<file path="src/verilog/uart_system_config.svh">
// uart system config: word, fifo and address sizing for the host bridge
`ifndef UART_SYSTEM_CONFIG_SVH
`define UART_SYSTEM_CONFIG_SVH

`default_nettype none

// host word shape
`define UART_SYS_WORD_W				32
`define UART_SYS_BYTES_PER_WORD		4		// lsb first on the byte link

// buffering between driver and controller
`define UART_SYS_FIFO_DEPTH			4

// memory bus, byte addressable
`define UART_SYS_ADDR_W				27

`default_nettype wire

`endif

</file>
<file path="src/verilog/link_pkg.sv">
// link package: byte and word types of the host link and internal word path
`include "uart_system_config.svh"
`default_nettype none

package link_pkg;

	//////////////////////////////////////////////////////////////////////
	// host byte link
	//////////////////////////////////////////////////////////////////////

	typedef logic [7:0] link_byte_t;

	//////////////////////////////////////////////////////////////////////
	// word path between driver, fifos and controller
	//////////////////////////////////////////////////////////////////////

	typedef logic [`UART_SYS_WORD_W-1:0] link_word_t;

	// push strobe travels with its word
	typedef struct packed {
		logic		push;
		link_word_t	data;
	} word_push_t;

endpackage

`default_nettype wire

</file>
<file path="src/verilog/bus_pkg.sv">
// bus package: command opcodes, command word layout and memory bus request
`include "uart_system_config.svh"
`default_nettype none

package bus_pkg;

	// top two bits of a command header
	typedef enum logic [1:0] {
		op_nop		= 2'd0,
		op_read		= 2'd1,
		op_write	= 2'd2,
		op_clear	= 2'd3
	} bus_op_e;

	typedef struct packed {
		bus_op_e						op;
		logic [2:0]						rsvd;		// ignored, echoed back
		logic [`UART_SYS_ADDR_W-1:0]	addr;
	} cmd_header_t;

	// header or write data, depending on where the controller is
	typedef union packed {
		cmd_header_t			hdr;
		link_pkg::link_word_t	data;
	} cmd_word_u;

	typedef struct packed {
		logic							rw;			// 1 = write
		logic [`UART_SYS_ADDR_W-1:0]	addr;
		link_pkg::link_word_t			data;
	} bus_req_t;

endpackage

`default_nettype wire

</file>
<file path="src/verilog/word_fifo.sv">
// word fifo: synchronous circular buffer of link words with full and empty flags
`include "uart_system_config.svh"
`default_nettype none

module word_fifo #(
	parameter int DEPTH = `UART_SYS_FIFO_DEPTH
)(
	input  wire logic					clock_i,
	input  wire logic					rst_n_i,
	input  link_pkg::word_push_t		push_i,
	input  wire logic					pop_i,
	output link_pkg::link_word_t		data_o,
	output logic						full_o,
	output logic						empty_o
);

	import link_pkg::*;

	localparam int PTR_W = (DEPTH > 1) ? $clog2(DEPTH) : 1;
	localparam int CNT_W = $clog2(DEPTH + 1);

	link_word_t			mem [DEPTH];
	logic [PTR_W-1:0]	wr_ptr, rd_ptr;
	logic [CNT_W-1:0]	count;

	function automatic logic [PTR_W-1:0] ptr_next(input logic [PTR_W-1:0] p);
		return (p == PTR_W'(DEPTH - 1)) ? '0 : p + 1'b1;
	endfunction

	always_ff @(posedge clock_i or negedge rst_n_i) begin
		if (!rst_n_i) begin
			wr_ptr <= '0;
			rd_ptr <= '0;
			count  <= '0;
		end else begin
			if (push_i.push) wr_ptr <= ptr_next(wr_ptr);
			if (pop_i)       rd_ptr <= ptr_next(rd_ptr);
			if (push_i.push && !pop_i)      count <= count + 1'b1;
			else if (pop_i && !push_i.push) count <= count - 1'b1;
		end
	end

	always_ff @(posedge clock_i) begin
		if (push_i.push) mem[wr_ptr] <= push_i.data;
	end

	assign data_o  = mem[rd_ptr];		// oldest word
	assign full_o  = (count == CNT_W'(DEPTH));
	assign empty_o = (count == '0);

endmodule

`default_nettype wire

</file>
<file path="src/verilog/byte_link_driver.sv">
// byte link driver: four-phase host byte receiver and transmitter with word packing
`include "uart_system_config.svh"
`default_nettype none

module byte_link_driver (
	input  wire logic					clock_i,
	input  wire logic					rst_n_i,
	input  wire logic					host_rx_req_i,
	input  link_pkg::link_byte_t		host_rx_data_i,
	output logic						host_rx_ack_o,
	output logic						host_tx_req_o,
	output link_pkg::link_byte_t		host_tx_data_o,
	input  wire logic					host_tx_ack_i,
	input  wire logic					rx_full_i,
	output link_pkg::word_push_t		rx_push_o,
	input  wire logic					tx_empty_i,
	input  link_pkg::link_word_t		tx_data_i,
	output logic						tx_pop_o
);

	import link_pkg::*;

	localparam int BYTES = `UART_SYS_BYTES_PER_WORD;
	localparam int CNT_W = (BYTES > 1) ? $clog2(BYTES) : 1;

	//////////////////////////////////////////////////////////////////////
	// receive half
	//////////////////////////////////////////////////////////////////////

	logic [CNT_W-1:0]	rx_cnt;
	link_word_t			rx_shift;
	logic				rx_push_q;
	logic				rx_last, rx_take;

	assign rx_last = (rx_cnt == CNT_W'(BYTES - 1));
	// last byte waits for room in the fifo
	assign rx_take = host_rx_req_i && !host_rx_ack_o && !(rx_last && rx_full_i);

	always_ff @(posedge clock_i or negedge rst_n_i) begin
		if (!rst_n_i) begin
			host_rx_ack_o <= 1'b0;
			rx_cnt        <= '0;
			rx_push_q     <= 1'b0;
		end else begin
			rx_push_q <= rx_take && rx_last;
			if (rx_take) begin
				host_rx_ack_o <= 1'b1;
				rx_cnt        <= rx_last ? '0 : rx_cnt + 1'b1;
			end else if (!host_rx_req_i) begin
				host_rx_ack_o <= 1'b0;		// host released req
			end
		end
	end

	always_ff @(posedge clock_i) begin
		if (rx_take) rx_shift <= {host_rx_data_i, rx_shift[`UART_SYS_WORD_W-1:8]};
	end

	assign rx_push_o = '{push: rx_push_q, data: rx_shift};

	//////////////////////////////////////////////////////////////////////
	// transmit half
	//////////////////////////////////////////////////////////////////////

	logic [CNT_W-1:0]	tx_cnt;
	link_word_t			tx_shift;
	logic				tx_busy;
	logic				tx_last, tx_next;

	assign tx_pop_o = !tx_busy && !tx_empty_i;
	assign tx_last  = (tx_cnt == CNT_W'(BYTES - 1));
	// ack has fallen on a byte that was not the last one
	assign tx_next  = tx_busy && !host_tx_req_o && !host_tx_ack_i && !tx_last;

	always_ff @(posedge clock_i or negedge rst_n_i) begin
		if (!rst_n_i) begin
			tx_busy       <= 1'b0;
			host_tx_req_o <= 1'b0;
			tx_cnt        <= '0;
		end else if (tx_pop_o) begin
			tx_busy       <= 1'b1;
			host_tx_req_o <= 1'b1;
			tx_cnt        <= '0;
		end else if (host_tx_req_o) begin
			if (host_tx_ack_i) host_tx_req_o <= 1'b0;
		end else if (tx_busy && !host_tx_ack_i) begin
			if (tx_last) begin
				tx_busy <= 1'b0;			// word done
			end else begin
				host_tx_req_o <= 1'b1;
				tx_cnt        <= tx_cnt + 1'b1;
			end
		end
	end

	always_ff @(posedge clock_i) begin
		if (tx_pop_o)     tx_shift <= tx_data_i;
		else if (tx_next) tx_shift <= {8'h00, tx_shift[`UART_SYS_WORD_W-1:8]};
	end

	assign host_tx_data_o = tx_shift[7:0];

endmodule

`default_nettype wire

</file>
<file path="src/verilog/comm_controller.sv">
// comm controller: decodes host commands, runs memory bus transactions, queues replies
`default_nettype none

module comm_controller (
	input  wire logic					clock_i,
	input  wire logic					rst_n_i,
	input  wire logic					rx_empty_i,
	input  link_pkg::link_word_t		rx_data_i,
	output logic						rx_pop_o,
	input  wire logic					tx_full_i,
	output link_pkg::word_push_t		tx_push_o,
	output logic						req_o,
	output bus_pkg::bus_req_t			bus_req_o,
	input  wire logic					ready_i,
	input  wire logic					done_i,
	input  wire logic					valid_i,
	input  link_pkg::link_word_t		data_i,
	output logic						clear_o
);

	import link_pkg::*;
	import bus_pkg::*;

	typedef enum logic [2:0] {
		st_idle,
		st_fetch,		// waiting for write data word
		st_request,
		st_wait,
		st_reply,
		st_clear
	} state_e;

	state_e			state;
	cmd_word_u		cmd;
	cmd_header_t	hdr_q;			// kept for the echo
	bus_req_t		bus_req_q;
	link_word_t		reply_q;
	logic			hdr_pop, data_pop;
	logic			bus_done;

	assign cmd = rx_data_i;

	// no new command while there is no room for its reply
	assign hdr_pop  = (state == st_idle) && !rx_empty_i && !tx_full_i;
	assign data_pop = (state == st_fetch) && !rx_empty_i;
	assign rx_pop_o = hdr_pop || data_pop;

	// completion may land in the same cycle as ready
	assign bus_done = ((state == st_wait) || (state == st_request && ready_i)) &&
		((hdr_q.op == op_read) ? valid_i : done_i);

	//////////////////////////////////////////////////////////////////////
	// state machine
	//////////////////////////////////////////////////////////////////////

	always_ff @(posedge clock_i or negedge rst_n_i) begin
		if (!rst_n_i) begin
			state <= st_idle;
		end else begin
			case (state)
				st_idle: if (hdr_pop) begin
					case (cmd.hdr.op)
						op_read:  state <= st_request;
						op_write: state <= st_fetch;
						op_clear: state <= st_clear;
						default:  state <= st_idle;		// nop, nothing to answer
					endcase
				end
				st_fetch:   if (data_pop) state <= st_request;
				st_request: if (bus_done) state <= st_reply;
					else if (ready_i) state <= st_wait;
				st_wait:    if (bus_done) state <= st_reply;
				st_clear:   state <= st_reply;
				st_reply:   if (!tx_full_i) state <= st_idle;
				default:    state <= st_idle;
			endcase
		end
	end

	//////////////////////////////////////////////////////////////////////
	// command and reply registers
	//////////////////////////////////////////////////////////////////////

	always_ff @(posedge clock_i) begin
		if (hdr_pop) begin
			hdr_q          <= cmd.hdr;
			bus_req_q.rw   <= (cmd.hdr.op == op_write);
			bus_req_q.addr <= cmd.hdr.addr;
			bus_req_q.data <= '0;
		end
		if (data_pop) bus_req_q.data <= cmd.data;
		if (bus_done) reply_q <= (hdr_q.op == op_read) ? data_i : link_word_t'(hdr_q);
		if (state == st_clear) reply_q <= link_word_t'(hdr_q);
	end

	assign req_o     = (state == st_request);
	assign bus_req_o = bus_req_q;
	assign clear_o   = (state == st_clear);
	assign tx_push_o = '{push: (state == st_reply) && !tx_full_i, data: reply_q};

endmodule

`default_nettype wire

</file>
<file path="src/verilog/uart_system.sv">
// uart system: host byte link bridge to the memory bus, driver plus two fifos plus controller
`include "uart_system_config.svh"
`default_nettype none

module uart_system (
	input  wire logic					clock_i,
	input  wire logic					rst_n_i,
	input  wire logic					host_rx_req_i,
	input  link_pkg::link_byte_t		host_rx_data_i,
	output logic						host_rx_ack_o,
	output logic						host_tx_req_o,
	output link_pkg::link_byte_t		host_tx_data_o,
	input  wire logic					host_tx_ack_i,
	output logic						req_o,
	output bus_pkg::bus_req_t			bus_req_o,
	input  wire logic					ready_i,
	input  wire logic					done_i,
	input  wire logic					valid_i,
	input  link_pkg::link_word_t		data_i,
	output logic						clear_o
);

	import link_pkg::*;

	// host to controller
	word_push_t		rx_push;
	link_word_t		rx_data;
	logic			rx_full, rx_empty, rx_pop;

	// controller to host
	word_push_t		tx_push;
	link_word_t		tx_data;
	logic			tx_full, tx_empty, tx_pop;

	byte_link_driver driver_inst (
		.clock_i		(clock_i),
		.rst_n_i		(rst_n_i),
		.host_rx_req_i	(host_rx_req_i),
		.host_rx_data_i	(host_rx_data_i),
		.host_rx_ack_o	(host_rx_ack_o),
		.host_tx_req_o	(host_tx_req_o),
		.host_tx_data_o	(host_tx_data_o),
		.host_tx_ack_i	(host_tx_ack_i),
		.rx_full_i		(rx_full),
		.rx_push_o		(rx_push),
		.tx_empty_i		(tx_empty),
		.tx_data_i		(tx_data),
		.tx_pop_o		(tx_pop)
	);

	word_fifo #(.DEPTH(`UART_SYS_FIFO_DEPTH)) rx_fifo_inst (
		.clock_i	(clock_i),
		.rst_n_i	(rst_n_i),
		.push_i		(rx_push),
		.pop_i		(rx_pop),
		.data_o		(rx_data),
		.full_o		(rx_full),
		.empty_o	(rx_empty)
	);

	word_fifo #(.DEPTH(`UART_SYS_FIFO_DEPTH)) tx_fifo_inst (
		.clock_i	(clock_i),
		.rst_n_i	(rst_n_i),
		.push_i		(tx_push),
		.pop_i		(tx_pop),
		.data_o		(tx_data),
		.full_o		(tx_full),
		.empty_o	(tx_empty)
	);

	comm_controller comm_inst (
		.clock_i	(clock_i),
		.rst_n_i	(rst_n_i),
		.rx_empty_i	(rx_empty),
		.rx_data_i	(rx_data),
		.rx_pop_o	(rx_pop),
		.tx_full_i	(tx_full),
		.tx_push_o	(tx_push),		// replies queued for the host
		.req_o		(req_o),
		.bus_req_o	(bus_req_o),
		.ready_i	(ready_i),
		.done_i		(done_i),
		.valid_i	(valid_i),
		.data_i		(data_i),
		.clear_o	(clear_o)
	);

endmodule

`default_nettype wire

</file>
<file path="config.mk">
export PLATFORM = sky130hd
export DESIGN_NAME = uart_system
export DESIGN_NICKNAME = d
export VERILOG_FILES = /design/src/verilog/link_pkg.sv /design/src/verilog/bus_pkg.sv /design/src/verilog/word_fifo.sv /design/src/verilog/byte_link_driver.sv /design/src/verilog/comm_controller.sv /design/src/verilog/uart_system.sv
export VERILOG_INCLUDE_DIRS = /design/src /design/src/verilog
export SDC_FILE = /design/constraint.sdc
export NUM_CORES = 1
export LEC_CHECK = 0
export BUFFER_PORTS_ARGS = -buffer_cell sky130_fd_sc_hd__buf_2
export CAP_MARGIN = 20
export CELL_PAD_IN_SITES_DETAIL_PLACEMENT = 1
export CELL_PAD_IN_SITES_GLOBAL_PLACEMENT = 1
export CORE_MARGIN = 2
export CORE_UTILIZATION = 49
export CTS_CLUSTER_SIZE = 24
export DETAILED_ROUTE_END_ITERATION = 8
export GPL_TIMING_DRIVEN = 0
export PLACE_DENSITY = 0.86
export SLEW_MARGIN = 20
export SYNTH_ARGS = -nofsm -noshare
export SYNTH_HDL_FRONTEND = slang
export SYNTH_HIERARCHICAL = 1
export SYNTH_SLANG_ARGS = --single-unit
</file>
<file path="constraint.sdc">
create_clock -name clock_i -period 9.79 [get_ports clock_i]
set_clock_uncertainty 0.15 [all_clocks]
set_input_delay 0.4895 -clock clock_i [delete_from_list [all_inputs] [get_ports clock_i]]
set_output_delay 0.4895 -clock clock_i [all_outputs]
set_load 0.01 [all_outputs]
</file>
* After elaboration in Yosys (flattened, before gate mapping)
Memory sizes are Yosys's and may differ from the RTL's.
Index checks and enable logic that the tools add are counted.
** Storage, ports and cells
- Register bits :: 186
- Memory bits (writable) :: 256
- Input bits :: 47
- Output and inout port bits :: 72
- Memories :: 2
** Cells by class
- Add/sub/neg operators :: 10
- Equal/unequal tests :: 25
- Multiplexer cells :: 44
- Reduce and logical (&&, ||, !) cells :: 47
** Memory list
- rx_fifo_inst.mem :: depth 4, bits a word 32, rd ports 1, clocked after Yosys merged registers in 0, write ports 1, line word_fifo.sv:22 : link_word_t mem [DEPTH];
- tx_fifo_inst.mem :: depth 4, bits a word 32, rd ports 1, clocked after Yosys merged registers in 0, write ports 1, line word_fifo.sv:22
** Operators by type and width (count)
- 2-to-1 mux 32 bit :: 7
- 2-to-1 mux 3 bit :: 10
- logical AND 1 bit :: 19
- 2-to-1 mux 2 bit :: 9
- one-hot mux 3 bit (6 select lines) :: 1
- equality test 2 bit (second input constant) :: 8
- 2-to-1 mux 1 bit :: 16
- nonzero test 2 bit :: 7
- zero test 1 bit :: 13
- adder 2 x 1 -> 2 bit (second input constant) :: 6
- equality test 3 bit (second input constant) :: 4
- inequality test 2 x 1 -> 1 bit (second input constant) :: 6
- zero test 3 bit :: 3
- one-hot mux 3 bit (3 select lines) :: 1
- adder 3 x 1 -> 3 bit (second input constant) :: 2
- equality test 3 x 2 -> 1 bit (second input constant) :: 2
- AND reduction 3 bit :: 2
- subtractor 3 x 1 -> 3 bit (second input constant) :: 2
- AND reduction 5 bit :: 1
- equality test 2 x 1 -> 1 bit (second input constant) :: 2
- equality test 3 x 1 -> 1 bit (second input constant) :: 1
- inequality test 3 x 1 -> 1 bit (second input constant) :: 1
- logical OR 1 bit :: 2
- inequality test 2 bit (second input constant) :: 1

* Logic depth before layout (Yosys ltp)
Gate-level depths: netlist of run 1.
- Depth in word-level cells :: 8
- Depth in mapped cells :: 11

* Hierarchy
The synthesis of run 1 kept the hierarchy.
** Modules (own cells, without submodules)
- word_fifo :: instances 2, cells each 205, area an instance 5081.1 um^2, seq. area each 4018.9 um^2
- comm_controller :: instances 1, cells each 240, area an instance 4086.4 um^2, seq. area each 2987.9 um^2
- byte_link_driver :: instances 1, cells each 145, area an instance 2750.1 um^2, seq. area each 2122.0 um^2

* Worst setup path after synthesis of run 1
Ideal clock, no wire load.
- Kind :: register to register
- Start point :: reg rx_fifo_inst.count[0]
- End point :: reg rx_fifo_inst.count[2]
- Setup time :: 0.079 ns
- Arrival time :: 3.299 ns
- Data required time :: 9.561 ns
- Slack :: 6.262 ns
- Stages on the path, launching flop included :: 12
- Path buffers :: 0
- Path through :: dfrtp_1 > nor3_1 > nor2_1 > and3b_1 > or2_2 > inv_1 > ha_1 > inv_1 > fa_1 > xor2_1 > nor2_1 > xor2_1
** Between the ends
- Cells in the longest elaborated chain, start to end :: 8
- Elaborated cells on any way between the ends :: 14
- Classes of those cells :: add/sub: 2; mux: 2; reduce/logical: 10
** Ends and longest elaborated chain
- start: declaration :: line word_fifo.sv:24 : logic [CNT_W-1:0] count;
- start signal: assignment :: line word_fifo.sv:38 : if (push_i.push && !pop_i) count <= count + 1'b1;
- start signal: assignment :: line word_fifo.sv:39 : else if (pop_i && !push_i.push) count <= count - 1'b1;
- zero test 3 bit (*) :: line word_fifo.sv:49 : assign empty_o = (count == '0);
- via rx_empty :: line uart_system.sv:28 : logic rx_full, rx_empty, rx_pop;
- zero test 1 bit (*) :: line comm_controller.sv:44 : assign hdr_pop = (state == st_idle) && !rx_empty_i && !tx_full_i;
- logical AND 1 bit (*) (2 in series) :: line comm_controller.sv:44
- via comm_inst.hdr_pop :: line comm_controller.sv:38 : logic hdr_pop, data_pop;
- logical OR 1 bit (*) :: line comm_controller.sv:46 : assign rx_pop_o = hdr_pop || data_pop;
- via rx_pop :: line uart_system.sv:28
- zero test 1 bit :: line word_fifo.sv:38
- logical AND 1 bit :: line word_fifo.sv:38
- 2-to-1 mux 3 bit / nonzero test 2 bit (equally long branches)
Mark *: on every way through the listed nets, which the timed path passes. The rest lies on a longest branch. The select of a mux whose other input is x is not followed.
A chain may end at the register's enable or synchronous reset.

* Worst setup path in the final report of run 1
- Start point :: reg tx_fifo_inst.count[0]
- End point :: reg rx_fifo_inst.count[2]
** Between the ends
- Cells in the longest elaborated chain, start to end :: 7
- Elaborated cells on any way between the ends :: 9
- Classes of those cells :: eq/ne: 1; mux: 1; reduce/logical: 7
** Ends and longest elaborated chain
- start: declaration :: line word_fifo.sv:24
- start signal: assignment :: line word_fifo.sv:38
- start signal: assignment :: line word_fifo.sv:39
- equality test 3 bit (*) :: line word_fifo.sv:48 : assign full_o = (count == CNT_W'(DEPTH));
- via tx_full :: line uart_system.sv:33 : logic tx_full, tx_empty, tx_pop;
- zero test 1 bit (*) :: line comm_controller.sv:44
- logical AND 1 bit (*) :: line comm_controller.sv:44
- via comm_inst.hdr_pop :: line comm_controller.sv:38
- logical OR 1 bit (*) :: line comm_controller.sv:46
- via rx_pop :: line uart_system.sv:28
- zero test 1 bit :: line word_fifo.sv:38
- logical AND 1 bit :: line word_fifo.sv:38
- 2-to-1 mux 3 bit / nonzero test 2 bit (equally long branches)
Mark *: on every way through the listed nets, which the timed path passes. The rest lies on a longest branch.

==> results of run 1 <==
power breakdown:
part           total [mW]  internal, mW  switching [mW]
clock network        1.67         0.983           0.687
registers            2.84          2.61           0.225
logic                1.68         0.758           0.922
total                6.19          4.36            1.83
cell type report:
type / count / area [sq um]
Tap cell: 455 / 569
Timing Repair Buffer: 137 / 896
Buffer: 64 / 542
Clock buffer: 59 / 1190
Antenna cell: 1 / 2.50
Sequential cell: 442 / 13100
Clock inverter: 19 / 218
Multi-Input combinational cell: 276 / 3290
Inverter: 13 / 48.8
Fill cell: 3008 / 14500
worst max path at each step:
stage	startpoint	endpoint
after floorplan	rx_fifo_inst/count[0]	rx_fifo_inst/count[2]
after global placement	rx_fifo_inst/count[0]	rx_fifo_inst/count[1]
after detailed placement	rx_fifo_inst/count[0]	rx_fifo_inst/count[2]
after CTS	rx_fifo_inst/count[0]	rx_fifo_inst/count[2]
after global routing	tx_fifo_inst/count[0]	rx_fifo_inst/count[2]
final	tx_fifo_inst/count[0]	rx_fifo_inst/count[2]
flip-flops by register name, summed over array words and instances, names as in the netlist, 3 cells and up:
name,flops
rx_fifo_inst/mem,128
comm_inst/bus_req_o,60
comm_inst/reply_q,32
tx_fifo_inst/mem,128
rx_fifo_inst/count,3
driver_inst/tx_shift,32
comm_inst/state,3
tx_fifo_inst/count,3
driver_inst/rx_shift,32
comm_inst/hdr_q,5
cells in the final DEF (no fill, tap or decap), drive strengths merged, types with 2 or more instances in the layout:
cell type | synthesis | routed
edfxtp | 417 | 417
nor2b | 3 | 3
mux2i | 3 | 3
xor2 | 4 | 4
nand2 | 12 | 12
o22ai | 3 | 3
fa | 2 | 2
o221ai | 2 | 2
o211ai | 2 | 2
dfrtp | 25 | 25
mux2 | 63 | 63
dlygate4sd3 | 0 | 9
buf | 59 | 187
a21oi | 2 | 2
xnor2 | 2 | 2
nor3 | 5 | 5
nor2 | 16 | 16
ha | 15 | 15
clkinv | 0 | 13
mux4 | 64 | 64
inv | 13 | 13
clkbuf | 5 | 64
and2 | 49 | 49
bufinv | 0 | 5
and3b | 2 | 2
o21ai | 5 | 5
nor3b | 4 | 4
per-stage QoR:
stage / hold WS (ns) / std cells
final: 0.0403 / 1466
after global routing: 0.0261 / 1466
after CTS: 0.0125 / 1465
after detailed placement: 0.331 / 1378
after global placement: 0.317 / 1368
after floorplan: 0.0439 / 795
repair_timing:
| action | CTS | global route |
|---|---|---|
| hold buffers | 9 | 0 |
| buffers inserted | 0 | 0 |
| endpoints found under the hold margin | 33 | 0 |
| endpoints found under the setup margin | 0 | 0 |
worst register-to-register path, cell delays in order, from the launching register on:
cell	delay (ns)
sky130_fd_sc_hd__dfrtp_1	0.44
sky130_fd_sc_hd__nor3b_1	0.84
sky130_fd_sc_hd__and3b_2	0.38
sky130_fd_sc_hd__buf_12	0.20
sky130_fd_sc_hd__or2_2	0.70
sky130_fd_sc_hd__inv_1	0.17
sky130_fd_sc_hd__ha_1	0.20
sky130_fd_sc_hd__inv_1	0.09
sky130_fd_sc_hd__fa_1	0.45
sky130_fd_sc_hd__xor2_1	0.16
sky130_fd_sc_hd__nor2_1	0.14
sky130_fd_sc_hd__xor2_1	0.16
metal layers:
| metal | GRT usage, % | wire [microns] | part of all wire (%) | up-vias |
|---|---|---|---|---|
| li1 | - | - | - | 3492 |
| met2 | 39.8 | 21100 | 53 | 271 |
| met1 | 26.6 | 15100 | 38 | 4273 |
| met5 | 0 | 0 | 0 | - |
| met3 | 4.21 | 1750 | 4.4 | 109 |
| met4 | 11.4 | 1990 | 5.0 | 0 |
cells by family (layout without fill, tap and decap cells):
family	Yosys count	count (layout)
multiplexers	130	130
AND/OR/NAND/NOR	99	99
adder cells (fa/ha/maj)	17	17
flip-flops	442	442
AO/OA/AOI/OAI	24	24
XOR/XNOR	6	6
buffers and inverters	77	292
other	0	1
==> flow_summary.html, run 1 <==
<table>
<tr><th>Metric</th><th>Value</th></tr>
<tr><th colspan="2">Job</th></tr>
<tr><td>Count of maximum capacitance violations</td><td>0</td></tr>
<tr><th colspan="2">Critical path</th></tr>
<tr><td>Category of the most critical setup path</td><td>flip-flop to flip-flop</td></tr>
<tr><td>Number of buffer and inverter instances along the worst setup path</td><td>3</td></tr>
<tr><td>Worst-path fanout max</td><td>35</td></tr>
<tr><td>Reg2reg start</td><td>tx_fifo_inst/count[0]</td></tr>
<tr><td>Largest stage delay on the critical path</td><td>0.84 ns</td></tr>
<tr><td>Critical path's slowest cell</td><td>sky130_fd_sc_hd__nor3b_1</td></tr>
<tr><td>Crit-path leading delay family</td><td>simple AND/OR/NAND/NOR gates</td></tr>
<tr><td>Cell count of the worst reg-to-reg path</td><td>11</td></tr>
<tr><td>Worst EP arrival</td><td>4.45 ns</td></tr>
<tr><td>Crit start category</td><td>flip-flop</td></tr>
<tr><td>Worst path cell trace</td><td>nor3b_1 &gt; and3b_2 &gt; buf_12 &gt; or2_2 &gt; inv_1 &gt; ha_1 &gt; inv_1 &gt; fa_1 &gt; xor2_1 &gt; nor2_1 &gt; xor2_1</td></tr>
<tr><td>Worst setup EP type</td><td>flip-flop</td></tr>
<tr><td>Endpoint of the most critical register-to-register path</td><td>rx_fifo_inst/count[2]</td></tr>
<tr><td>Critical path depth</td><td>11</td></tr>
<tr><td>Reg-to-reg slack, setup</td><td>between 5 and 6 ns</td></tr>
<tr><td>Required time reported for the critical path endpoint</td><td>10.10 ns</td></tr>
<tr><th colspan="2">Run status</th></tr>
<tr><td>Run status</td><td>finished clean</td></tr>
<tr><th colspan="2">Timing</th></tr>
<tr><td>Total negative slack for setup checks</td><td>0 ns</td></tr>
<tr><td>Tcrit/Tclk final</td><td>around 42%</td></tr>
<tr><td>Crit path setup slack, layout</td><td>5.65 ns</td></tr>
<tr><td>Setup repair after global routing missed its margin</td><td>false</td></tr>
<tr><td>Maximum achievable frequency</td><td>242 MHz</td></tr>
<tr><td>Final Hold Viols</td><td>0</td></tr>
<tr><td>Slew HR</td><td>31.8%</td></tr>
<tr><td>Finish-stage setup viols</td><td>0</td></tr>
<tr><td>Worst-Margin Slew</td><td>1.01 ns</td></tr>
<tr><td>Final Critical Period</td><td>4.14 ns</td></tr>
<tr><td>Number of pins exceeding their max-slew limit in the final report</td><td>0</td></tr>
<tr><th colspan="2">Detailed routing</th></tr>
<tr><td>Average routed wire per standard cell</td><td>27.2 microns</td></tr>
<tr><td>Number of optimization iterations in the first detailed-route pass</td><td>5</td></tr>
<tr><td>Via count</td><td>between 8,000 and 9,000</td></tr>
<tr><td>DR vias/cell</td><td>5.56</td></tr>
<tr><td>Number of nets with antenna violations after routing</td><td>0</td></tr>
<tr><td>Total detailed-routing wirelength</td><td>39.9 mm</td></tr>
<tr><td>DRC violation count after routing</td><td>0</td></tr>
<tr><td>Initial DRC count</td><td>about 700</td></tr>
<tr><th colspan="2">Floorplanning</th></tr>
<tr><td>I/O pins</td><td>119</td></tr>
<tr><td>Core Footprint</td><td>34,400 sq um</td></tr>
<tr><td>Die area</td><td>36,200 sq um</td></tr>
<tr><td>Die span in x</td><td>roughly 190 microns</td></tr>
<tr><td>Starting density of the core</td><td>49.5%</td></tr>
<tr><td>Die Y-Extent</td><td>190 microns</td></tr>
<tr><td>Number of placement rows</td><td>68</td></tr>
<tr><th colspan="2">Logic synthesis</th></tr>
<tr><td>Most used DFF post-synth</td><td>sky130_fd_sc_hd__edfxtp_1</td></tr>
<tr><td>Synth Area per Inst</td><td>21.4 sq um</td></tr>
<tr><td>Share of Yosys cell area claimed by the top area cell type</td><td>73.7%</td></tr>
<tr><td>Cell types with the highest counts after synthesis</td><td>sky130_fd_sc_hd__edfxtp_1, sky130_fd_sc_hd__mux2_2, sky130_fd_sc_hd__mux4_2</td></tr>
<tr><td>Adder and majority gate portion of the synthesized area</td><td>1.34%</td></tr>
<tr><td>Sequential element share of the synthesized area</td><td>77.3%</td></tr>
<tr><td>Share of synthesized area spent on multiplexers</td><td>13.0%</td></tr>
<tr><td>Yosys Warn Count</td><td>6</td></tr>
<tr><td>Compound-cell area share of the yosys netlist</td><td>under 10%</td></tr>
<tr><td>Cell area after synthesis</td><td>17,000 sq um</td></tr>
<tr><td>Cell with the most instances after synthesis</td><td>sky130_fd_sc_hd__edfxtp_1</td></tr>
<tr><td>Cell type with the largest total area after synthesis</td><td>sky130_fd_sc_hd__edfxtp_1</td></tr>
<tr><td>Netlist cell types</td><td>55</td></tr>
<tr><td>Main combinational cell family by area after synthesis</td><td>multiplexers</td></tr>
<tr><td>Post-synthesis share of cell area spent on xor and xnor gates</td><td>0.309%</td></tr>
<tr><td>Gate count after technology mapping</td><td>795</td></tr>
<tr><td>Post-synthesis async set-or-reset flop share</td><td>around 5.7%</td></tr>
<tr><td>Cells taking the most area after synthesis</td><td>sky130_fd_sc_hd__edfxtp_1, sky130_fd_sc_hd__mux4_2, sky130_fd_sc_hd__mux2_2</td></tr>
<tr><td>Post-Synthesis Net Count</td><td>859</td></tr>
<tr><td>Number of register bits inferred by synthesis</td><td>442</td></tr>
<tr><td>Number of enable-type register cells in the synthesized netlist</td><td>417</td></tr>
<tr><td>Post-Synth Simple-Gate Area</td><td>3.44%</td></tr>
<tr><th colspan="2">CTS</th></tr>
<tr><td>Max H-tree Level</td><td>2</td></tr>
<tr><td>Worst-skew pair later-pin latency</td><td>around 0.54 ns</td></tr>
<tr><td>CTS root buf</td><td>sky130_fd_sc_hd__clkbuf_16</td></tr>
<tr><td>Clock Sinks</td><td>442</td></tr>
<tr><td>Clock tree from TritonCTS</td><td>done</td></tr>
<tr><td>Number of clock buffers inserted by TritonCTS</td><td>44</td></tr>
<tr><td>Clock transition time at the flip-flop clock pins of the worst setup and hold paths</td><td>0.06 ns</td></tr>
<tr><td>Post-cts repair resize count</td><td>0</td></tr>
<tr><td>Largest buffer count on any clock path</td><td>3</td></tr>
<tr><th colspan="2">Hold path</th></tr>
<tr><td>Destination of the worst hold path</td><td>driver_inst/host_rx_ack_o</td></tr>
<tr><td>Worst min-delay path class</td><td>input port to flip-flop</td></tr>
<tr><td>Hold Crit Depth</td><td>2</td></tr>
<tr><td>Launch instance of the worst min-delay path</td><td>host_rx_req_i</td></tr>
<tr><th colspan="2">Power and ir drop</th></tr>
<tr><td>Peak VDD IR</td><td>0.149 mV</td></tr>
<tr><td>Total design power</td><td>6.19 mW</td></tr>
<tr><td>Leakage</td><td>6.94 nW</td></tr>
<tr><td>Power per unit of standard cell area</td><td>a little over 300 nW/um^2</td></tr>
<tr><th colspan="2">Global route</th></tr>
<tr><td>Via count of the first global-routing pass</td><td>~9,000</td></tr>
<tr><td>Largest net degree at the start of global routing</td><td>36</td></tr>
<tr><td>Number of antenna violations at the first check in global routing</td><td>1</td></tr>
<tr><td>Global-route wire length before repair</td><td>58.7 mm</td></tr>
<tr><td>GRT Util Overall</td><td>roughly 23%</td></tr>
<tr><td>GRT Residual Overflow</td><td>0</td></tr>
<tr><th colspan="2">Placed design</th></tr>
<tr><td>Number of buffers inserted by port buffering</td><td>118</td></tr>
<tr><td>Placed cell areas</td><td>18,400 sq um</td></tr>
<tr><td>HPWL after detailed placement</td><td>26.1 mm</td></tr>
<tr><td>Placer congestion estimate</td><td>approximately 0.86</td></tr>
<tr><td>Post-Place Worst Slack</td><td>about 5.7 ns</td></tr>
<tr><th colspan="2">Cells and area</th></tr>
<tr><td>Area overhead of the layout relative to synthesis</td><td>17.1%</td></tr>
<tr><td>Post-route design area</td><td>19,900 sq um</td></tr>
<tr><td>Net total in the final layout</td><td>1,042</td></tr>
<tr><td>End-of-flow core utilization</td><td>57.9%</td></tr>
<tr><td>Fraction of final layout cells with drive strength greater than 1</td><td>38.3%</td></tr>
</table>
(Power assumes the default switching activity.)
==> inputs of run 2 (changes only) <==
==> constraint.sdc (replaced) <==
create_clock -name clock_i -period 4.2 [get_ports clock_i]
set_clock_uncertainty 0.15 [all_clocks]
set_input_delay 0.21 -clock clock_i [delete_from_list [all_inputs] [get_ports clock_i]]
set_output_delay 0.21 -clock clock_i [all_outputs]
set_load 0.01 [all_outputs]
==> run 2 against run 1 <==
Worst hold slack lost 0.051 ns. The run now ends with hold timing left. Critical path type unchanged. Largest power group unchanged. Sequential share of layout area is 1.2 points lower. Non-clock buffer count grew 35. Fmax grew 3.1%. Setup slack got worse by 5.5 ns. Clock power rose by 130%. Critical endpoint is now rx_fifo_inst/count[1].
==> flow_summary.html, run 2 (synthesis gave the netlist of run 1 again) <==
<table>
<tr><th>Metric</th><th>Value</th></tr>
<tr><th colspan="2">Hold path</th></tr>
<tr><td>Destination of the worst hold path</td><td>comm_inst/state[0]</td></tr>
<tr><td>Worst min-delay path class</td><td>input port to flip-flop</td></tr>
<tr><td>Hold Crit Depth</td><td>4 (+2)</td></tr>
<tr><td>Launch instance of the worst min-delay path</td><td>valid_i</td></tr>
<tr><th colspan="2">Floorplanning</th></tr>
<tr><td>Number of placement rows</td><td>68 (unchanged)</td></tr>
<tr><td>Starting density of the core</td><td>49.5% (unchanged)</td></tr>
<tr><td>Core Footprint</td><td>34,400 sq um (unchanged)</td></tr>
<tr><td>Die area</td><td>36,200 sq um (unchanged)</td></tr>
<tr><td>Die span in x</td><td>190 microns (unchanged)</td></tr>
<tr><td>Die Y-Extent</td><td>190 microns (unchanged)</td></tr>
<tr><td>I/O pins</td><td>119 (unchanged)</td></tr>
<tr><th colspan="2">Critical path</th></tr>
<tr><td>Cell count of the worst reg-to-reg path</td><td>9 (-2)</td></tr>
<tr><td>Worst setup path start</td><td>comm_inst/state[2]</td></tr>
<tr><td>Crit start category</td><td>flip-flop</td></tr>
<tr><td>Largest stage delay on the critical path</td><td>0.92 ns (+0.08 ns)</td></tr>
<tr><td>Crit-path most repeated cell</td><td>sky130_fd_sc_hd__inv_1</td></tr>
<tr><td>Reg2reg start</td><td>comm_inst/state[2]</td></tr>
<tr><td>Reg-to-reg slack, setup</td><td>0.19 ns (-5.46 ns)</td></tr>
<tr><td>Endpoint of the most critical register-to-register path</td><td>rx_fifo_inst/count[1]</td></tr>
<tr><td>Worst-path fanout max</td><td>35 (unchanged)</td></tr>
<tr><td>Critical path's slowest cell</td><td>sky130_fd_sc_hd__or2_2</td></tr>
<tr><td>Worst EP arrival</td><td>4.28 ns (-0.17 ns)</td></tr>
<tr><td>Required time reported for the critical path endpoint</td><td>4.47 ns (-5.63 ns)</td></tr>
<tr><td>Worst setup EP type</td><td>flip-flop</td></tr>
<tr><td>Worst path cell trace</td><td>inv_1 &gt; nand2_1 &gt; nor3_1 &gt; or2_2 &gt; inv_1 &gt; ha_1 &gt; inv_1 &gt; fa_1 &gt; mux2_2</td></tr>
<tr><td>Category of the most critical setup path</td><td>flip-flop to flip-flop</td></tr>
<tr><th colspan="2">Timing</th></tr>
<tr><td>Final Hold Viols</td><td>1 (+1)</td></tr>
<tr><td>Tcrit/Tclk final</td><td>95.6% (+53 points)</td></tr>
<tr><td>Crit path setup slack, layout</td><td>0.186 ns (-5.46 ns)</td></tr>
<tr><td>Final Critical Period</td><td>4.01 ns (-0.125 ns)</td></tr>
<tr><td>Maximum achievable frequency</td><td>249 MHz (+3.1%)</td></tr>
<tr><td>Setup repair after global routing missed its margin</td><td>false</td></tr>
<tr><td>Number of pins exceeding their max-slew limit in the final report</td><td>0 (unchanged)</td></tr>
<tr><td>Finish-stage setup viols</td><td>0 (unchanged)</td></tr>
<tr><td>Worst-Margin Slew</td><td>1.04 ns (+0.0279 ns)</td></tr>
<tr><td>Final hold slack</td><td>-0.0106 ns (-0.0509 ns)</td></tr>
<tr><td>Slew HR</td><td>30.0% (-1.9 points)</td></tr>
<tr><th colspan="2">Power and ir drop</th></tr>
<tr><td>Net Sw Frac</td><td>30.3% (+0.66 points)</td></tr>
<tr><td>Leakage</td><td>7.09 nW (+2.1%)</td></tr>
<tr><td>Total design power</td><td>14.6 mW (+140%)</td></tr>
<tr><td>Power per unit of standard cell area</td><td>721 nW/um^2 (+130%)</td></tr>
<tr><td>Part of the total power dissipated in the clock network</td><td>26.9% (about the same)</td></tr>
<tr><td>Part of the total power dissipated in combinational logic</td><td>27.5% (+0.4 points)</td></tr>
<tr><td>Peak VDD IR</td><td>0.327 mV (+120%)</td></tr>
<tr><td>Switching power</td><td>4.42 mW (+140%)</td></tr>
<tr><td>Internal power</td><td>10.2 mW (+130%)</td></tr>
<tr><td>Share of total power in sequential cells</td><td>45.6% (-0.3 points)</td></tr>
<tr><th colspan="2">Global route</th></tr>
<tr><td>GRT Util Overall</td><td>24.1% (+1.6 points)</td></tr>
<tr><td>Via count of the first global-routing pass</td><td>9,312 (+4.0%)</td></tr>
<tr><td>GRT Residual Overflow</td><td>0 (unchanged)</td></tr>
<tr><td>Largest net degree at the start of global routing</td><td>36 (unchanged)</td></tr>
<tr><td>Global-route wire length before repair</td><td>62.7 mm (+7.0%)</td></tr>
<tr><td>Number of antenna violations at the first check in global routing</td><td>0 (-1)</td></tr>
<tr><th colspan="2">Run status</th></tr>
<tr><td>Failing checks</td><td>hold timing</td></tr>
<tr><td>Run status</td><td>finished with violations</td></tr>
<tr><th colspan="2">Cells and area</th></tr>
<tr><td>Most common cell after layout, fill and taps aside</td><td>sky130_fd_sc_hd__edfxtp_1</td></tr>
<tr><td>Most frequent cells in the layout</td><td>sky130_fd_sc_hd__edfxtp_1, sky130_fd_sc_hd__buf_2, sky130_fd_sc_hd__mux2_2</td></tr>
<tr><td>Count of non-filler cells in the finished layout</td><td>1,500 (+2.3%)</td></tr>
<tr><td>End-of-flow core utilization</td><td>58.9% (+1.0 points)</td></tr>
<tr><td>Post-route design area</td><td>20,300 sq um (+1.8%)</td></tr>
<tr><td>Antenna diode count</td><td>0 (-1)</td></tr>
<tr><td>Area overhead of the layout relative to synthesis</td><td>19.2%</td></tr>
<tr><td>Fraction of final layout cells with drive strength greater than 1</td><td>37.2% (-1.1 points)</td></tr>
<tr><td>Net total in the final layout</td><td>1,077 (+3.4%)</td></tr>
<tr><th colspan="2">CTS</th></tr>
<tr><td>Clock Sinks</td><td>442 (unchanged)</td></tr>
<tr><td>Clock tree from TritonCTS</td><td>done</td></tr>
<tr><td>Number of clock buffers inserted by TritonCTS</td><td>44 (unchanged)</td></tr>
<tr><td>Post-CTS setup buffer count</td><td>0 (unchanged)</td></tr>
<tr><td>Largest buffer count on any clock path</td><td>3 (unchanged)</td></tr>
<tr><td>Clock transition time at the flip-flop clock pins of the worst setup and hold paths</td><td>0.06 ns (about the same)</td></tr>
<tr><td>Worst-skew pair later-pin latency</td><td>0.54 ns (about the same)</td></tr>
<tr><td>Max H-tree Level</td><td>2 (unchanged)</td></tr>
<tr><td>CTS root buf</td><td>sky130_fd_sc_hd__clkbuf_16</td></tr>
<tr><th colspan="2">Detailed routing</th></tr>
<tr><td>Total detailed-routing wirelength</td><td>43.0 mm (+7.6%)</td></tr>
<tr><td>DRC violation count after routing</td><td>0 (unchanged)</td></tr>
<tr><td>Average routed wire per standard cell</td><td>28.7 microns (+5.2%)</td></tr>
<tr><td>Via count</td><td>8,468 (+4.0%)</td></tr>
<tr><td>Initial DRC count</td><td>746 (+7.0%)</td></tr>
<tr><td>Number of nets with antenna violations after routing</td><td>0 (unchanged)</td></tr>
<tr><td>DR vias/cell</td><td>5.65 (+1.6%)</td></tr>
<tr><td>Number of optimization iterations in the first detailed-route pass</td><td>5 (unchanged)</td></tr>
<tr><th colspan="2">Placed design</th></tr>
<tr><td>HPWL after detailed placement</td><td>26.1 mm (unchanged)</td></tr>
<tr><td>Total instance count after detailed placement</td><td>1,378 (unchanged)</td></tr>
<tr><td>Placer congestion estimate</td><td>0.863 (unchanged)</td></tr>
<tr><td>Post-Place Worst Slack</td><td>0.118 ns (-5.59 ns)</td></tr>
<tr><td>Placed cell areas</td><td>18,400 sq um (unchanged)</td></tr>
<tr><td>Number of buffers inserted by port buffering</td><td>118 (unchanged)</td></tr>
<tr><th colspan="2">Job</th></tr>
<tr><td>Count of maximum capacitance violations</td><td>0 (unchanged)</td></tr>
</table>
run 2: final cells by class:
| class | instances | area [sq um] |
|---|---|---|
| buffer | 64 | 542 |
| inverter | 13 | 48.8 |
| clock inverter | 19 | 218 |
| fill | 3002 | 14100 |
| multi-input combinational | 276 | 3300 |
| tap | 455 | 569 |
| clock buffer | 59 | 1190 |
| timing repair buffer | 172 | 1250 |
| sequential | 442 | 13100 |
run 2: how the worst max path moves through the flow:
stage | endpoint | cells after the start | slack, ns
after detailed placement | rx_fifo_inst/count[2] | 12 | 0.12
after CTS | rx_fifo_inst/count[2] | 12 | 0.09
after floorplan | rx_fifo_inst/count[2] | 11 | 0.67
final | rx_fifo_inst/count[1] | 9 | 0.19
after global placement | rx_fifo_inst/count[1] | 9 | -0.08
after global routing | rx_fifo_inst/count[1] | 9 | 0.01
run 2: what timing repair did:
item                       4_1_cts  5_1_grt
resized for setup                0        2
setup endpoints to repair        0        1
hold endpoints to repair        74        0
hold buffers                    44        0
run 2: power by group through the flow:
stage / Sequential, mW / Clock, mW / Combinational [mW]
after floorplan: 6.55 / 0 / 2.42
after global placement: 6.60 / 0 / 3.55
after detailed placement: 6.67 / 0 / 3.87
after CTS: 6.62 / 3.96 / 3.98
after global routing: 6.72 / 4.13 / 4.25
final: 6.66 / 3.92 / 4.02
run 2: routing by layer:
metal  wire (microns)  global-route usage, %  vias up
met2            23200                   43.8      364
li1                 -                      -     3554
met4             1980                   10.6        0
met5                0                      0        -
met3             2220                   4.18      116
met1            15600                   28.3     4434
run 2: critical path, delay by kind of cell, from the launching register on:
kind / cells / cell delay (ns)
AND/OR/NAND/NOR: 3 / 1.83
adder cells (fa/ha/maj): 2 / 0.67
buffers and inverters: 3 / 0.48
flip-flops: 1 / 0.46
multiplexers: 1 / 0.29
run 2: stage by stage:
step                TNS, ns  hold WS, ns
floorplan                 0       -0.236
global placement     -0.118        0.150
detailed placement        0        0.167
CTS                       0       0.0250
global route              0       0.0198
finish                    0      -0.0106
==> inputs of run 3 (changes only) <==
--- a/config.mk
+++ b/config.mk
@@ -10,6 +10,7 @@
 export CAP_MARGIN = 20
 export CELL_PAD_IN_SITES_DETAIL_PLACEMENT = 1
 export CELL_PAD_IN_SITES_GLOBAL_PLACEMENT = 1
+export CORE_ASPECT_RATIO = 1.2
 export CORE_MARGIN = 2
 export CORE_UTILIZATION = 49
 export CTS_CLUSTER_SIZE = 24
==> run 3 against run 2 <==
Power down 2.1%. Sequential power barely moved. Clock power fell by 7.4%. First-iteration DRC count shrank 0.94%. Cell count barely moved. Worst hold slack improved by 0.11 ns. Non-clock buffer count grew 2. The run now ends clean. Sequential share of layout area is 0.25 points higher. Core utilization is 0.29 points higher. Via count up 0.65%.
==> flow_summary.html, run 3 (synthesis gave the netlist of run 1 again) <==
<table>
<tr><th>Metric</th><th>Value</th></tr>
<tr><th colspan="2">Run status</th></tr>
<tr><td>Run status</td><td>finished clean</td></tr>
<tr><th colspan="2">Floorplanning</th></tr>
<tr><td>I/O pins</td><td>119 (unchanged)</td></tr>
<tr><td>Die area</td><td>36,200 sq um (about the same)</td></tr>
<tr><td>Core Footprint</td><td>34,100 sq um (-0.87%)</td></tr>
<tr><td>Die Y-Extent</td><td>208 microns (+9.3%)</td></tr>
<tr><td>Starting density of the core</td><td>49.9% (+0.44 points)</td></tr>
<tr><td>Number of placement rows</td><td>74 (+8.8%)</td></tr>
<tr><td>Die span in x</td><td>174 microns (-8.5%)</td></tr>
<tr><th colspan="2">CTS</th></tr>
<tr><td>Largest buffer count on any clock path</td><td>3 (unchanged)</td></tr>
<tr><td>Max H-tree Level</td><td>2 (unchanged)</td></tr>
<tr><td>Clock tree from TritonCTS</td><td>done</td></tr>
<tr><td>Post-CTS setup buffer count</td><td>0 (unchanged)</td></tr>
<tr><td>Clock transition time at the flip-flop clock pins of the worst setup and hold paths</td><td>0.08 ns (+0.02 ns)</td></tr>
<tr><td>Number of clock buffers inserted by TritonCTS</td><td>42 (-4.5%)</td></tr>
<tr><td>Worst-skew pair later-pin latency</td><td>0.57 ns (+0.03 ns)</td></tr>
<tr><td>Clock Sinks</td><td>442 (unchanged)</td></tr>
<tr><td>CTS root buf</td><td>sky130_fd_sc_hd__clkbuf_16</td></tr>
<tr><th colspan="2">Global route</th></tr>
<tr><td>Number of antenna violations at the first check in global routing</td><td>0 (unchanged)</td></tr>
<tr><td>Via count of the first global-routing pass</td><td>9,322 (+0.11%)</td></tr>
<tr><td>GRT Util Overall</td><td>23.9% (-0.26 points)</td></tr>
<tr><td>Global-route wire length before repair</td><td>63.3 mm (+0.91%)</td></tr>
<tr><td>Largest net degree at the start of global routing</td><td>36 (unchanged)</td></tr>
<tr><td>GRT Residual Overflow</td><td>0 (unchanged)</td></tr>
<tr><th colspan="2">Critical path</th></tr>
<tr><td>Critical path's slowest cell</td><td>sky130_fd_sc_hd__or2_2</td></tr>
<tr><td>Reg2reg start</td><td>rx_fifo_inst/count[0]</td></tr>
<tr><td>Required time reported for the critical path endpoint</td><td>4.49 ns (+0.02 ns)</td></tr>
<tr><td>Category of the most critical setup path</td><td>flip-flop to flip-flop</td></tr>
<tr><td>Worst-path fanout max</td><td>35 (unchanged)</td></tr>
<tr><td>Worst EP arrival</td><td>4.22 ns (-0.06 ns)</td></tr>
<tr><td>Cell count of the worst reg-to-reg path</td><td>12 (+3)</td></tr>
<tr><td>Worst path cell trace</td><td>nor3_2 &gt; nor2_1 &gt; and3b_2 &gt; buf_12 &gt; or2_2 &gt; inv_1 &gt; ha_1 &gt; inv_1 &gt; fa_1 &gt; xor2_1 &gt; nor2_1 &gt; xor2_1</td></tr>
<tr><td>Crit start category</td><td>flip-flop</td></tr>
<tr><td>Largest stage delay on the critical path</td><td>0.69 ns (-0.23 ns)</td></tr>
<tr><td>Endpoint of the most critical register-to-register path</td><td>rx_fifo_inst/count[2]</td></tr>
<tr><td>Worst setup EP type</td><td>flip-flop</td></tr>
<tr><td>Reg-to-reg slack, setup</td><td>0.27 ns (+0.09 ns)</td></tr>
<tr><td>Number of buffer and inverter instances along the worst setup path</td><td>3 (unchanged)</td></tr>
<tr><td>Crit-path leading delay family</td><td>simple AND/OR/NAND/NOR gates</td></tr>
<tr><th colspan="2">Cells and area</th></tr>
<tr><td>Antenna diode count</td><td>0 (unchanged)</td></tr>
<tr><td>Filler Cell Count</td><td>3,001 (-0.033%)</td></tr>
<tr><td>Count of non-filler cells in the finished layout</td><td>1,499 (-0.067%)</td></tr>
<tr><td>Footprint of the flip-flops and latches</td><td>13,100 sq um (unchanged)</td></tr>
<tr><td>Most frequent cells in the layout</td><td>sky130_fd_sc_hd__edfxtp_1, sky130_fd_sc_hd__buf_2, sky130_fd_sc_hd__mux2_2</td></tr>
<tr><td>Area overhead of the layout relative to synthesis</td><td>18.7%</td></tr>
<tr><td>Most common cell after layout, fill and taps aside</td><td>sky130_fd_sc_hd__edfxtp_1</td></tr>
<tr><td>Net total in the final layout</td><td>1,077 (unchanged)</td></tr>
<tr><td>Fraction of final layout cells with drive strength greater than 1</td><td>37.0% (-0.22 points)</td></tr>
<tr><td>Footprint of the multi-input gates</td><td>3300 sq um (+0.15%)</td></tr>
<tr><th colspan="2">Placed design</th></tr>
<tr><td>Placer congestion estimate</td><td>0.843 (-2.4%)</td></tr>
<tr><td>Total instance count after detailed placement</td><td>1,379 (+0.073%)</td></tr>
<tr><td>HPWL after detailed placement</td><td>26.7 mm (+2.3%)</td></tr>
<tr><td>Number of buffers inserted by port buffering</td><td>118 (unchanged)</td></tr>
<tr><th colspan="2">Detailed routing</th></tr>
<tr><td>DR vias/cell</td><td>5.69 (+0.72%)</td></tr>
<tr><td>Initial DRC count</td><td>739 (-0.94%)</td></tr>
<tr><td>Via count</td><td>8,523 (+0.65%)</td></tr>
<tr><td>Average routed wire per standard cell</td><td>28.5 microns (-0.64%)</td></tr>
<tr><td>DRC violation count after routing</td><td>0 (unchanged)</td></tr>
<tr><td>Number of optimization iterations in the first detailed-route pass</td><td>5 (unchanged)</td></tr>
<tr><td>Number of nets with antenna violations after routing</td><td>0 (unchanged)</td></tr>
<tr><td>Total detailed-routing wirelength</td><td>42.7 mm (-0.70%)</td></tr>
<tr><th colspan="2">Timing</th></tr>
<tr><td>Final Hold Viols</td><td>0 (-1)</td></tr>
<tr><td>Number of pins exceeding their max-slew limit in the final report</td><td>0 (unchanged)</td></tr>
<tr><td>Slew HR</td><td>21.3% (-8.7 points)</td></tr>
<tr><td>Setup repair after global routing missed its margin</td><td>false</td></tr>
<tr><td>Tcrit/Tclk final</td><td>93.5% (-2.1 points)</td></tr>
<tr><td>Maximum achievable frequency</td><td>255 MHz (+2.2%)</td></tr>
<tr><td>Worst-Margin Slew</td><td>1.17 ns (+0.129 ns)</td></tr>
<tr><td>Final hold slack</td><td>0.101 ns (+0.111 ns)</td></tr>
<tr><td>Finish-stage setup viols</td><td>0 (unchanged)</td></tr>
<tr><td>Final Critical Period</td><td>3.93 ns (-0.0876 ns)</td></tr>
<tr><th colspan="2">Power and ir drop</th></tr>
<tr><td>Leakage</td><td>7.05 nW (-0.58%)</td></tr>
<tr><td>Power per unit of standard cell area</td><td>708 nW/um^2 (-1.7%)</td></tr>
<tr><td>Peak VDD IR</td><td>0.355 mV (+8.5%)</td></tr>
<tr><th colspan="2">Hold path</th></tr>
<tr><td>Worst min-delay path class</td><td>input port to async pin</td></tr>
<tr><th colspan="2">Job</th></tr>
<tr><td>Count of maximum capacitance violations</td><td>0 (unchanged)</td></tr>
</table>
-- run 3: changes by cell type in the layout (fill, tap and decap cells not counted), moves of 2 or more --
cell                            before  now
sky130_fd_sc_hd__buf_12             14   10
sky130_fd_sc_hd__buf_16              2    6
sky130_fd_sc_hd__bufinv_16           5    1
sky130_fd_sc_hd__clkbuf_1           18   14
sky130_fd_sc_hd__clkbuf_16          45   43
sky130_fd_sc_hd__clkbuf_8            1    3
sky130_fd_sc_hd__clkinv_1            4    8
sky130_fd_sc_hd__clkinv_2            9    7
sky130_fd_sc_hd__dlygate4sd3_1      44   46
-- run 3: worst max path at each step --
| stage | start | end | cells after the start |
|---|---|---|---|
| 3_5_place_dp | tx_fifo_inst/count[0] | rx_fifo_inst/count[2] | 11 |
| 3_3_place_gp | rx_fifo_inst/count[0] | rx_fifo_inst/count[1] | 9 |
| 6_report | rx_fifo_inst/count[0] | rx_fifo_inst/count[2] | 12 |
| 4_1_cts | rx_fifo_inst/count[0] | rx_fifo_inst/count[2] | 12 |
| 2_1_floorplan | rx_fifo_inst/count[0] | rx_fifo_inst/count[2] | 11 |
| 5_1_grt | rx_fifo_inst/count[0] | rx_fifo_inst/count[2] | 12 |
-- run 3: cell type report --
type                            count  area share (%)
Timing Repair Buffer              174            6.42
Sequential cell                   442            65.2
Buffer                             64            2.68
Multi-Input combinational cell    276            16.4
Clock buffer                       55            5.70
Tap cell                          456            2.83
Clock inverter                     19           0.595
Inverter                           13           0.242
-- run 3: metrics by stage --
| stage | TNS [ns] | setup WS (ns) | cell area (sq um) | power (mW) | util [%] |
|---|---|---|---|---|---|
| after detailed placement | 0 | 0.0973 | 18400 | 10.6 | 54.1 |
| after floorplan | 0 | 0.672 | 17000 | 8.97 | - |
| after global routing | 0 | 0.0885 | 20200 | 14.8 | 59.2 |
| after CTS | 0 | 0.0333 | 20200 | 14.2 | 59.2 |
| final | 0 | 0.273 | 20200 | 14.3 | 59.2 |
| after global placement | -0.110 | -0.110 | 18200 | 10.1 | 53.3 |
-- run 3: worst reg2reg max path: stages, from the launching register on --
cell	delay, ns
sky130_fd_sc_hd__dfrtp_1	0.46
sky130_fd_sc_hd__nor3_2	0.41
sky130_fd_sc_hd__nor2_1	0.14
sky130_fd_sc_hd__and3b_2	0.34
sky130_fd_sc_hd__buf_12	0.21
sky130_fd_sc_hd__or2_2	0.69
sky130_fd_sc_hd__inv_1	0.18
sky130_fd_sc_hd__ha_1	0.23
sky130_fd_sc_hd__inv_1	0.08
sky130_fd_sc_hd__fa_1	0.43
sky130_fd_sc_hd__xor2_1	0.23
sky130_fd_sc_hd__nor2_1	0.09
sky130_fd_sc_hd__xor2_1	0.15
-- run 3: where the power goes --
part	internal (mW)	leakage [nW]	total [mW]	switching, mW
Combinational	1.79	2.30	4.00	2.21
Clock	1.99	0.625	3.63	1.63
Sequential	6.10	4.13	6.66	0.569
Total	9.88	7.05	14.3	4.41
-- run 3: timing repair --
action / CTS / global route
endpoints found under the hold margin: 75 / 0
gates resized for setup: 0 / 2
endpoints found under the setup margin: 0 / 1
hold buffers: 46 / 0
-- run 3: per-layer routing --
metal  vias to the layer above  routed length, microns  global-route usage (%)
li1                       3548                       -                       -
met1                      4489                   15400                    28.0
met2                       382                   23600                    44.1
met3                       104                    2070                    3.22
met4                         0                    1660                    9.88
met5                         -                       0                       0
